$ cat config.mk
export PLATFORM = sky130hd
export DESIGN_NAME = reg_file
export DESIGN_NICKNAME = d
export VERILOG_FILES = /design/src/hw/cpu3_defs.svh /design/src/hw/cpu3_pkg.sv /design/src/hw/reg_file.sv
export SDC_FILE = /design/constraint.sdc
export NUM_CORES = 1
export LEC_CHECK = 0
export BUFFER_PORTS_ARGS = -buffer_cell sky130_fd_sc_hd__buf_2
export CAP_MARGIN = 20
export CELL_PAD_IN_SITES_DETAIL_PLACEMENT = 1
export CELL_PAD_IN_SITES_GLOBAL_PLACEMENT = 1
export CORE_UTILIZATION = 45
export DETAILED_ROUTE_END_ITERATION = 7
export PLACE_DENSITY = 0.68
export SETUP_SLACK_MARGIN = 0.2
export SLEW_MARGIN = 20
export SYNTH_ARGS = -nofsm -noshare
export SYNTH_HDL_FRONTEND = slang
export SYNTH_SLANG_ARGS = --single-unit
$ cat constraint.sdc
create_clock -name clk -period 3.46 [get_ports clk]
set_input_delay 0.346 -clock clk [delete_from_list [all_inputs] [get_ports clk]]
set_output_delay 0.346 -clock clk [all_outputs]
set_load 0.01 [all_outputs]
$ cat src/hw/cpu3_defs.svh
`ifndef CPU3_DEFS_SVH
`define CPU3_DEFS_SVH

// First fetch address after reset
`define CPU3_RESET_PC 32'h0000_0000

// On-chip memory depths, in 32-bit words
`define CPU3_IMEM_WORDS 1024
`define CPU3_DMEM_WORDS 1024

// Major opcodes, bits 6:0
`define CPU3_OP_LUI    7'b0110111
`define CPU3_OP_AUIPC  7'b0010111
`define CPU3_OP_IMM    7'b0010011
`define CPU3_OP_REG    7'b0110011
`define CPU3_OP_LOAD   7'b0000011
`define CPU3_OP_STORE  7'b0100011
`define CPU3_OP_BRANCH 7'b1100011
`define CPU3_OP_SYSTEM 7'b1110011

// ALU funct3
`define CPU3_F3_ADD  3'b000
`define CPU3_F3_SLL  3'b001
`define CPU3_F3_SLT  3'b010
`define CPU3_F3_SLTU 3'b011
`define CPU3_F3_XOR  3'b100
`define CPU3_F3_SR   3'b101
`define CPU3_F3_OR   3'b110
`define CPU3_F3_AND  3'b111

// Branch funct3
`define CPU3_F3_BEQ  3'b000
`define CPU3_F3_BNE  3'b001
`define CPU3_F3_BLT  3'b100
`define CPU3_F3_BGE  3'b101
`define CPU3_F3_BLTU 3'b110
`define CPU3_F3_BGEU 3'b111

// Load and store width funct3
`define CPU3_F3_B  3'b000
`define CPU3_F3_H  3'b001
`define CPU3_F3_W  3'b010
`define CPU3_F3_BU 3'b100
`define CPU3_F3_HU 3'b101

// CSR access
`define CPU3_F3_CSRRW  3'b001
`define CPU3_F3_CSRRWI 3'b101
`define CPU3_CSR_TOHOST 12'h51E

// ADDI x0, x0, 0
`define CPU3_NOP 32'h0000_0013

`endif
$ cat src/hw/cpu3_pkg.sv
package cpu3_pkg;

    // Register-register format
    typedef struct packed {
        logic [6:0] funct7;
        logic [4:0] rs2;
        logic [4:0] rs1;
        logic [2:0] funct3;
        logic [4:0] rd;
        logic [6:0] opcode;
    } r_fmt_t;

    // Immediate, load and CSR format
    typedef struct packed {
        logic [11:0] imm;
        logic [4:0]  rs1;
        logic [2:0]  funct3;
        logic [4:0]  rd;
        logic [6:0]  opcode;
    } i_fmt_t;

    // Store format, immediate split around rs1/rs2
    typedef struct packed {
        logic [6:0] imm_hi;
        logic [4:0] rs2;
        logic [4:0] rs1;
        logic [2:0] funct3;
        logic [4:0] imm_lo;
        logic [6:0] opcode;
    } s_fmt_t;

    // Branch format, scrambled immediate bits
    typedef struct packed {
        logic       imm_12;
        logic [5:0] imm_10_5;
        logic [4:0] rs2;
        logic [4:0] rs1;
        logic [2:0] funct3;
        logic [3:0] imm_4_1;
        logic       imm_11;
        logic [6:0] opcode;
    } b_fmt_t;

    // Upper immediate format
    typedef struct packed {
        logic [19:0] imm;
        logic [4:0]  rd;
        logic [6:0]  opcode;
    } u_fmt_t;

    // One instruction word, read through whichever view fits
    typedef union packed {
        r_fmt_t r;
        i_fmt_t i;
        s_fmt_t s;
        b_fmt_t b;
        u_fmt_t u;
    } inst_u;

    typedef enum logic [3:0] {
        ALU_ADD, ALU_SUB, ALU_SLL, ALU_SLT, ALU_SLTU, ALU_XOR,
        ALU_SRL, ALU_SRA, ALU_OR, ALU_AND, ALU_COPY_B
    } alu_op_e;

    // Per-instruction control
    typedef struct packed {
        logic    a_sel_pc;
        logic    b_sel_imm;
        alu_op_e alu_op;
        logic    mem_read;
        logic    mem_write;
        logic    reg_wen;
        logic    wb_sel_mem;
        logic    csr_write;
    } ctrl_t;

    // FD-to-X register
    typedef struct packed {
        logic [31:0] pc;
        inst_u       inst;
        logic [31:0] imm;
        logic [31:0] rs1_val;
        logic [31:0] rs2_val;
    } fd_x_t;

    // X-to-MW register
    typedef struct packed {
        inst_u       inst;
        logic [31:0] alu;
    } x_mw_t;

    // Writeback, fans out to regfile and both bypass points
    typedef struct packed {
        logic        wen;
        logic [4:0]  rd;
        logic [31:0] data;
    } wb_t;

endpackage

$ cat src/hw/reg_file.sv
`timescale 1ns/10ps

module reg_file (
    input  logic          clk,
    input  logic          rst,
    input  logic [4:0]    ra1,
    input  logic [4:0]    ra2,
    input  cpu3_pkg::wb_t wb,
    output logic [31:0]   rd1,
    output logic [31:0]   rd2
);
    // x0 has no storage
    logic [31:0] regs [1:31];

    // Write at end of MW; wen already excludes x0
    always_ff @(posedge clk) begin
        if (wb.wen && !rst) begin
            regs[wb.rd] <= wb.data;
        end
    end

    // Async reads
    assign rd1 = (ra1 == 5'd0) ? 32'd0 : regs[ra1];
    assign rd2 = (ra2 == 5'd0) ? 32'd0 : regs[ra2];

endmodule

==> reports/metrics.yaml <==
largest_register_ffs: 992
register_area_um2: 29790
outcome: "completed"
grt_first_pass_wirelength_um: 219600
final_cells: 4248
drv_cap: 0
floorplan.initialDensity: 0.4542
drive_above_1_share: 0.3034
dp_hpwl_um: 94360
crit_type: "in -> out"
antenna_found_initial: 7
synthFlopType: "edfxtp_1"
cts_resized: 0
whs_ns: 0.1554
fmax_mhz: 326.0
fin_crit_sh: 0.8866
routed_wl_um: 157100
synthesis.nets: 2642
viasPerCell: 6.732
grt_pass1_vias: 29589
cts_made_buffers: 106
synthArstFlopShare: 0
drv_slew: 0
cts.sinks: 992
cts_buffer_depth: 3
coreArea_um2: 101900
ys_seq_area_frac: 0.6437
place.gp.congestion: 0.8492
area_growth_pct: 15.19
cp.arrival_ns: 2.72
leakage_nw: 17.81
synth_edf_count: 992
h-tree-depth: 3
cts_tree: "yes"
wl_per_cell_um: 36.99
drt_pass1_iterations: 5
yosysTopAreaCellShare: 0.6437
post-place-cells: 4047
clk_pin_slew_worst_paths_ns: 0.06
tightestPinTransition_ns: 1.106
synthTopCellsByArea: "edfxtp_1 (64%), mux4_2 (17%), mux2i_1 (6.7%)"
fin_tns_setup_ns: 0
synthCells: 2592
dieHeight_um: 322.7
slew-limit-headroom: 0.2613
final.fill_count: 9266
reg_top3: "regs (992)"
hold_path_class: "in -> reg"
antenna_left: 0
rsz0062_at_grt: "no"
yosys.cell_types.count: 33
synth_top_area_cell: "edfxtp_1"
grt_use_total: 0.3029
dieArea_um2: 104100
multiInputGateArea_um2: 15830
netlist_top_cells_count: "edfxtp_1 (992), mux4_2 (352), mux2i_1 (308)"
ys_seq_elements: 992
num_vias: 28597
ios: 114
postCtsHoldBufs: 0
syn_area_um2: 46280
endpoint_kind: "output pin"
yosysWarnings: 0
cp.required_ns: 3.11
clockRootBuffer: "clkbuf_16"
overflow: 0
drt_iter0_drc: 3285
postSynthAreaPerCell_um2: 17.85
fin_crit_ns: 3.068
drc: 0
yosysMostFrequentCell: "edfxtp_1"
setup_viol: 0
cp_max_fo: 29
irDropWorstVdd_uv: 369.5
final-hold-violation-count: 0
die_x_um: 322.7
nNetsFinal: 2837
grt_max_degree: 67
rows: 117
cts_setup_buffers: 0
portBuffers: 113
startpoint_type: "input port"
largest_register: "regs"
power-per-cell-area_nw_per_um2: 513.1
[cell usage in the layout (no fill, tap or decap), types with 20 or more instances in the layout]
cell type and instances:
clkinv_2 22, a21oi_1 65, nand2_1 88, and2_1 33
buf_12 40, buf_4 139, nand3_1 50, clkbuf_1 20
mux2_2 33, a211o_1 31, nor2_4 32, clkbuf_16 111
nor2_1 84, o21ai_0 32, nor2b_1 31, edfxtp_1 992
mux4_2 352, a22oi_1 94, mux2i_1 308, a22o_1 46
clkinv_1 25, buf_2 106, a311o_1 31
[report_power, final]
group	leakage [nW]	internal [mW]	switching, mW
Combinational	7.16	0.950	1.45
Clock	1.72	6.86	4.74
Sequential	8.92	13.3	0.0396
Total	17.8	21.1	6.23
[path summary, 6_finish.rpt]
path,slack (ns),startpoint,endpoint,depth (start not counted)
worst max-delay path,0.39,ra1[0],rd1[8],8
worst min-delay path,0.16,wb[31],regs[25][31]$_DFFE_PP_,1
[area by class of cell]
type | count | area share
Timing Repair Buffer | 290 | 0.04586
Multi-Input combinational cell | 1396 | 0.2969
Clock inverter | 67 | 0.01260
Sequential cell | 992 | 0.5588
Antenna cell | 3 | 0.0001408
Clock buffer | 131 | 0.05351
Inverter | 1 | 0.00007041
Tap cell | 1368 | 0.03211
[per-stage QoR]
stage / setup slack, ns / power [mW] / util / area, µm²
floorplan: 0.7028 / 14.94 / - / 46280
global placement: 0.4379 / 15.91 / 0.4885 / 49780
detailed placement: 0.4004 / 15.97 / 0.4885 / 49780
CTS: 0.3958 / 27.48 / 0.5231 / 53300
global route: 0.3038 / 27.99 / 0.5232 / 53300
finish: 0.3924 / 27.35 / 0.5232 / 53310
[routing by layer]
metal | wire length (µm) | global-route usage
met3 | 14890 | 0.06944
met4 | 6474 | 0.1289
met1 | 60510 | 0.3979
met2 | 75230 | 0.4856
met5 | 34 | 0
[critical path: stages]
cell and delay, ns:
buf_8 0.33, buf_12 0.31, buf_4 0.31, mux2i_1 0.29
a21oi_1 0.12, a22o_1 0.25, a311o_1 0.45, buf_2 0.20
[cells by family (layout without fill, tap and decap cells)]
kind of cell	Yosys count	count (layout)	synth area share
other cells	0	3	0
buf+inv	204	489	0.02060
compound gates	332	332	0.05191
mux	693	693	0.2459
flops	992	992	0.6437
simple gates	371	371	0.03788
Power figures use the tool's default switching activity.
