## src/hw/cpu3_defs.svh

```systemverilog
`ifndef CPU3_DEFS_SVH
`define CPU3_DEFS_SVH

// First fetch address after reset
`define CPU3_RESET_PC 32'h0000_0000

// On-chip memory depths, in 32-bit words
`define CPU3_IMEM_WORDS 1024
`define CPU3_DMEM_WORDS 1024

// Major opcodes, bits 6:0
`define CPU3_OP_LUI    7'b0110111
`define CPU3_OP_AUIPC  7'b0010111
`define CPU3_OP_IMM    7'b0010011
`define CPU3_OP_REG    7'b0110011
`define CPU3_OP_LOAD   7'b0000011
`define CPU3_OP_STORE  7'b0100011
`define CPU3_OP_BRANCH 7'b1100011
`define CPU3_OP_SYSTEM 7'b1110011

// ALU funct3
`define CPU3_F3_ADD  3'b000
`define CPU3_F3_SLL  3'b001
`define CPU3_F3_SLT  3'b010
`define CPU3_F3_SLTU 3'b011
`define CPU3_F3_XOR  3'b100
`define CPU3_F3_SR   3'b101
`define CPU3_F3_OR   3'b110
`define CPU3_F3_AND  3'b111

// Branch funct3
`define CPU3_F3_BEQ  3'b000
`define CPU3_F3_BNE  3'b001
`define CPU3_F3_BLT  3'b100
`define CPU3_F3_BGE  3'b101
`define CPU3_F3_BLTU 3'b110
`define CPU3_F3_BGEU 3'b111

// Load and store width funct3
`define CPU3_F3_B  3'b000
`define CPU3_F3_H  3'b001
`define CPU3_F3_W  3'b010
`define CPU3_F3_BU 3'b100
`define CPU3_F3_HU 3'b101

// CSR access
`define CPU3_F3_CSRRW  3'b001
`define CPU3_F3_CSRRWI 3'b101
`define CPU3_CSR_TOHOST 12'h51E

// ADDI x0, x0, 0
`define CPU3_NOP 32'h0000_0013

`endif
```

## src/hw/cpu3_pkg.sv

```systemverilog
package cpu3_pkg;

    // Register-register format
    typedef struct packed {
        logic [6:0] funct7;
        logic [4:0] rs2;
        logic [4:0] rs1;
        logic [2:0] funct3;
        logic [4:0] rd;
        logic [6:0] opcode;
    } r_fmt_t;

    // Immediate, load and CSR format
    typedef struct packed {
        logic [11:0] imm;
        logic [4:0]  rs1;
        logic [2:0]  funct3;
        logic [4:0]  rd;
        logic [6:0]  opcode;
    } i_fmt_t;

    // Store format, immediate split around rs1/rs2
    typedef struct packed {
        logic [6:0] imm_hi;
        logic [4:0] rs2;
        logic [4:0] rs1;
        logic [2:0] funct3;
        logic [4:0] imm_lo;
        logic [6:0] opcode;
    } s_fmt_t;

    // Branch format, scrambled immediate bits
    typedef struct packed {
        logic       imm_12;
        logic [5:0] imm_10_5;
        logic [4:0] rs2;
        logic [4:0] rs1;
        logic [2:0] funct3;
        logic [3:0] imm_4_1;
        logic       imm_11;
        logic [6:0] opcode;
    } b_fmt_t;

    // Upper immediate format
    typedef struct packed {
        logic [19:0] imm;
        logic [4:0]  rd;
        logic [6:0]  opcode;
    } u_fmt_t;

    // One instruction word, read through whichever view fits
    typedef union packed {
        r_fmt_t r;
        i_fmt_t i;
        s_fmt_t s;
        b_fmt_t b;
        u_fmt_t u;
    } inst_u;

    typedef enum logic [3:0] {
        ALU_ADD, ALU_SUB, ALU_SLL, ALU_SLT, ALU_SLTU, ALU_XOR,
        ALU_SRL, ALU_SRA, ALU_OR, ALU_AND, ALU_COPY_B
    } alu_op_e;

    // Per-instruction control
    typedef struct packed {
        logic    a_sel_pc;
        logic    b_sel_imm;
        alu_op_e alu_op;
        logic    mem_read;
        logic    mem_write;
        logic    reg_wen;
        logic    wb_sel_mem;
        logic    csr_write;
    } ctrl_t;

    // FD-to-X register
    typedef struct packed {
        logic [31:0] pc;
        inst_u       inst;
        logic [31:0] imm;
        logic [31:0] rs1_val;
        logic [31:0] rs2_val;
    } fd_x_t;

    // X-to-MW register
    typedef struct packed {
        inst_u       inst;
        logic [31:0] alu;
    } x_mw_t;

    // Writeback, fans out to regfile and both bypass points
    typedef struct packed {
        logic        wen;
        logic [4:0]  rd;
        logic [31:0] data;
    } wb_t;

endpackage

```

## src/hw/control_decode.sv

```systemverilog
`timescale 1ns/10ps
`include "cpu3_defs.svh"

module control_decode (
    input  logic            clk,
    input  logic            rst,
    input  cpu3_pkg::fd_x_t fd_x,
    input  cpu3_pkg::inst_u x_inst,
    input  cpu3_pkg::inst_u mw_inst,
    input  logic            br_eq,
    input  logic            br_lt,
    input  logic            br_ltu,
    output cpu3_pkg::ctrl_t x_ctrl,
    output cpu3_pkg::ctrl_t mw_ctrl,
    output logic            branch_taken
);
    import cpu3_pkg::*;

    logic take;

    // funct7[5] picks SUB for R-type only, SRA for both forms
    function automatic alu_op_e alu_decode(input logic [2:0] funct3, input logic alt,
                                           input logic is_imm);
        alu_op_e op;
        case (funct3)
            `CPU3_F3_ADD:  op = (alt && !is_imm) ? ALU_SUB : ALU_ADD;
            `CPU3_F3_SLL:  op = ALU_SLL;
            `CPU3_F3_SLT:  op = ALU_SLT;
            `CPU3_F3_SLTU: op = ALU_SLTU;
            `CPU3_F3_XOR:  op = ALU_XOR;
            `CPU3_F3_SR:   op = alt ? ALU_SRA : ALU_SRL;
            `CPU3_F3_OR:   op = ALU_OR;
            default:       op = ALU_AND;
        endcase
        return op;
    endfunction

    // Shared by both stages
    function automatic ctrl_t decode(input inst_u inst);
        ctrl_t c;
        c = '0;
        c.alu_op = ALU_ADD;
        case (inst.r.opcode)
            `CPU3_OP_LUI: begin
                c.b_sel_imm = 1'b1;
                c.alu_op    = ALU_COPY_B;
                c.reg_wen   = 1'b1;
            end
            `CPU3_OP_AUIPC: begin
                c.a_sel_pc  = 1'b1;
                c.b_sel_imm = 1'b1;
                c.reg_wen   = 1'b1;
            end
            `CPU3_OP_IMM: begin
                c.b_sel_imm = 1'b1;
                c.alu_op    = alu_decode(inst.r.funct3, inst.r.funct7[5], 1'b1);
                c.reg_wen   = 1'b1;
            end
            `CPU3_OP_REG: begin
                c.alu_op  = alu_decode(inst.r.funct3, inst.r.funct7[5], 1'b0);
                c.reg_wen = 1'b1;
            end
            // Address is rs1 + imm through the ALU
            `CPU3_OP_LOAD: begin
                c.b_sel_imm  = 1'b1;
                c.mem_read   = 1'b1;
                c.reg_wen    = 1'b1;
                c.wb_sel_mem = 1'b1;
            end
            `CPU3_OP_STORE: begin
                c.b_sel_imm = 1'b1;
                c.mem_write = 1'b1;
            end
            // Only tohost exists and other CSRs are ignored
            `CPU3_OP_SYSTEM: begin
                c.csr_write = (inst.i.funct3 == `CPU3_F3_CSRRW ||
                               inst.i.funct3 == `CPU3_F3_CSRRWI) &&
                              inst.i.imm == `CPU3_CSR_TOHOST;
            end
            default: ;
        endcase
        return c;
    endfunction

    assign x_ctrl  = decode(fd_x.inst);
    assign mw_ctrl = decode(mw_inst);

    // Branch resolution from compare flags
    always_comb begin
        case (x_inst.b.funct3)
            `CPU3_F3_BEQ:  take = br_eq;
            `CPU3_F3_BNE:  take = !br_eq;
            `CPU3_F3_BLT:  take = br_lt;
            `CPU3_F3_BGE:  take = !br_lt;
            `CPU3_F3_BLTU: take = br_ltu;
            `CPU3_F3_BGEU: take = !br_ltu;
            default:       take = 1'b0;
        endcase
    end

    assign branch_taken = (x_inst.b.opcode == `CPU3_OP_BRANCH) && take;

    // A taken branch leaves a bubble in X behind it
    assert property (@(posedge clk) disable iff (rst)
        branch_taken |=> x_inst == `CPU3_NOP);

endmodule

```

## config.mk

```make
export PLATFORM = sky130hd
export DESIGN_NAME = control_decode
export DESIGN_NICKNAME = d
export VERILOG_FILES = /design/src/hw/cpu3_pkg.sv /design/src/hw/control_decode.sv
export VERILOG_INCLUDE_DIRS = /design/src /design/src/hw
export SDC_FILE = /design/constraint.sdc
export NUM_CORES = 1
export LEC_CHECK = 0
export BUFFER_PORTS_ARGS = -buffer_cell sky130_fd_sc_hd__buf_4
export CAP_MARGIN = 20
export CORE_AREA = 2 2 97 99
export DETAILED_ROUTE_END_ITERATION = 16
export DIE_AREA = 0 0 99 101
export PLACE_DENSITY = 0.42
export SYNTH_ARGS = -nofsm -noshare
export SYNTH_HDL_FRONTEND = slang
export SYNTH_SLANG_ARGS = --single-unit
```

## constraint.sdc

```tcl
create_clock -name vclk -period 0.8
set_input_delay 0.04 -clock vclk [all_inputs]
set_output_delay 0.04 -clock vclk [all_outputs]
set_load 0.01 [all_outputs]
```

==> qor.csv <==
stage;metric;value;unit
pwr;p_total;0.000697;W
detailed_routing;first_pass_iters;3;
pwr;seq_power_share;0;%
final_layout;final_cell_mix;buf_4, buf_6, nor2_1;
synthesis;synthesis.instances;88;
global_routing;grt_pass1_vias;1073;
final_layout;final_layout_size_suffix_gt1_share;78.3;%
die;die_y;101;µm
critical_path;critPathArrivalTime;0.94;ns
sta;fin_ws;-0.177;ns
die;rows;35;
final_layout;seq_area;0;µm²
pwr;p_comb_share;100.0;%
detailed_routing;drt-wirelength-per-cell;11.4;µm
critical_path;cp.required;0.76;ns
critical_path;critPathCaptureType;primary output;
sta;timing.final.crit_share;122;%
die;start_util;6.17;%
final_layout;utilization;20.9;%
die;die_w;99;µm
global_routing;grt_usage;6.11;%
sta;rsz0062_at_grt;yes;
sta;finalHoldViolations;0;
synthesis;yosys_warnings;0;
global_routing;antenna_found_initial;0;
final_layout;clock_buffers;0;
sta;drv_slew;0;
synthesis;synth_cell_types;30;
detailed_routing;via_per_inst;3.66;
placed_design;port_buffers;80;
synthesis;ys_seq_area_share;0;%
sta;fmax;1020;MHz
critical_path;cp_max_fo;1;
sta;fin_crit;0.977;ns
pwr;intPower;0.000430;W
sta;setup_viol;21;
placed_design;globalplace.congestion;0.727;
critical_path;crit_type;primary input to primary output;
final_layout;syn_to_final_growth;239;%
final_layout;final_common_cell;buf_4;
critical_path;worst_setup_path_start_kind;primary input;
sta;tightest_slew;0.242;ns
synthesis;synth_area;554;µm²
sta;slew_headroom;83.8;%
die;core;8980;µm²
pwr;vdd_ir_drop_max;0.179;mV
status;violations;setup timing;
detailed_routing;drc;0;
final_layout;seq_cell_count;0;
placed_design;dpl_cell_area;1450;µm²
pwr;p_per_area;371;nW/µm²
die;fp.dieArea;10000;µm²
final_layout;antenna-diode-count;0;
detailed_routing;via_count;1081;
placed_design;dp_hpwl;2840;µm
pwr;power.share.clock;0;%
detailed_routing;dr.first_iter.drc_count;6;
synthesis;syn_nets;317;
synthesis;postSynthAreaPerCell;6.30;µm²
global_routing;grt_max_degree;12;
die;num_io_pins;252;
pwr;switching_share;38.3;%
global_routing;grt_pass1_wl;5090;µm
clocking;ctsHoldBuffers;0;
final_layout;fin_nets;415;
flow_run;max_cap_violations;0;
final_layout;final_area;1880;µm²
pwr;p_leak;0.825;nW
global_routing;grt-ovfl-total;0;
status;status;finished, violations left;
worst_hold_path;worstHoldPathType;primary input to primary output;
detailed_routing;wl;3350;µm
pwr;switchingPower;0.000267;W
detailed_routing;ant_nets;0;
==> cells by family after synthesis <==
logic type | synth area share [%]
xor gates and xnor gates | 4.74
AOI/OAI and AO/OA | 21.9
and+or+nand+nor | 64.6
muxes | 2.03
buffers and inverters | 6.77
==> area by class of cell <==
| type | count | area, µm² |
|---|---|---|
| timing repair buffer | 102 | 913 |
| inverter | 2 | 7.51 |
| tap | 111 | 139 |
| fill | 982 | 7100 |
| multi-input combinational | 80 | 820 |
==> critical path: stages <==
cell and delay, ns:
buf_6 0.10, nor4bb_4 0.27, nand4_1 0.15, nor4_2 0.23, buf_4 0.16
==> power by group through the flow <==
stage	registers (W)	logic (W)	clock network, W
floorplan	0	0.000150	0
global placement	0	0.000510	0
detailed placement	0	0.000511	0
CTS	0	0.000608	0
global route	0	0.000748	0
finish	0	0.000697	0
==> path summary, 6_finish.rpt <==
| kind | from | to | slack (ns) | cells past startpoint |
|---|---|---|---|---|
| worst max-delay path | fd_x[125] | x_ctrl[0] | -0.18 | 5 |
| worst min-delay path | fd_x[99] | x_ctrl[0] | 0.41 | 4 |
==> through the flow <==
step	hold slack [ns]	TNS, ns	instances	setup WS [ns]
floorplan	0.111	-0.0130	88	-0.0130
global placement	0.410	-2.38	292	-0.244
detailed placement	0.405	-2.58	292	-0.274
CTS	0.414	-1.66	294	-0.224
global route	0.428	-2.43	295	-0.244
finish	0.413	-1.52	295	-0.177
==> synthesized netlist by cell type, drive strengths merged <==
cell type / n / area, µm²
xor2: 2 / 17.5
nand4b: 2 / 17.5
nor4: 3 / 18.8
buf: 2 / 15.0
and3: 1 / 6.26
nor2b: 5 / 31.3
nor3b: 3 / 22.5
a221o: 2 / 20.0
and4b: 1 / 10.0
nand3: 5 / 25.0
nor3: 4 / 20.0
a211oi: 3 / 22.5
and4bb: 3 / 37.5
inv: 2 / 7.51
nand3b: 2 / 15.0
nand2: 7 / 26.3
or3: 1 / 6.26
a21oi: 7 / 35.0
and3b: 3 / 26.3
nor2: 10 / 37.5
o22ai: 2 / 12.5
mux2: 1 / 11.3
a31oi: 1 / 6.26
xnor2: 1 / 8.76
clkbuf: 4 / 15.0
o21ai: 2 / 10.0
o21a: 2 / 15.0
nor4bb: 3 / 30.0
nor4b: 1 / 8.76
nand4: 3 / 18.8
==> per-layer routing <==
metal	up-vias	track usage [%]	wire, µm
li1	531	-	-
met1	477	7.12	1230
met2	73	11.0	1570
met3	0	2.77	555
met4	0	0	0
met5	-	0	0
==> timing repair <==
| action | 4_1_cts | 5_1_grt |
|---|---|---|
| gates resized for setup | 57 | 35 |
| endpoints found under the setup margin | 23 | 23 |
| cloned | 0 | 0 |
| pin swaps | 19 | 10 |
| buffers inserted | 2 | 1 |
Note: power is estimated with default switching activity, not from simulation.
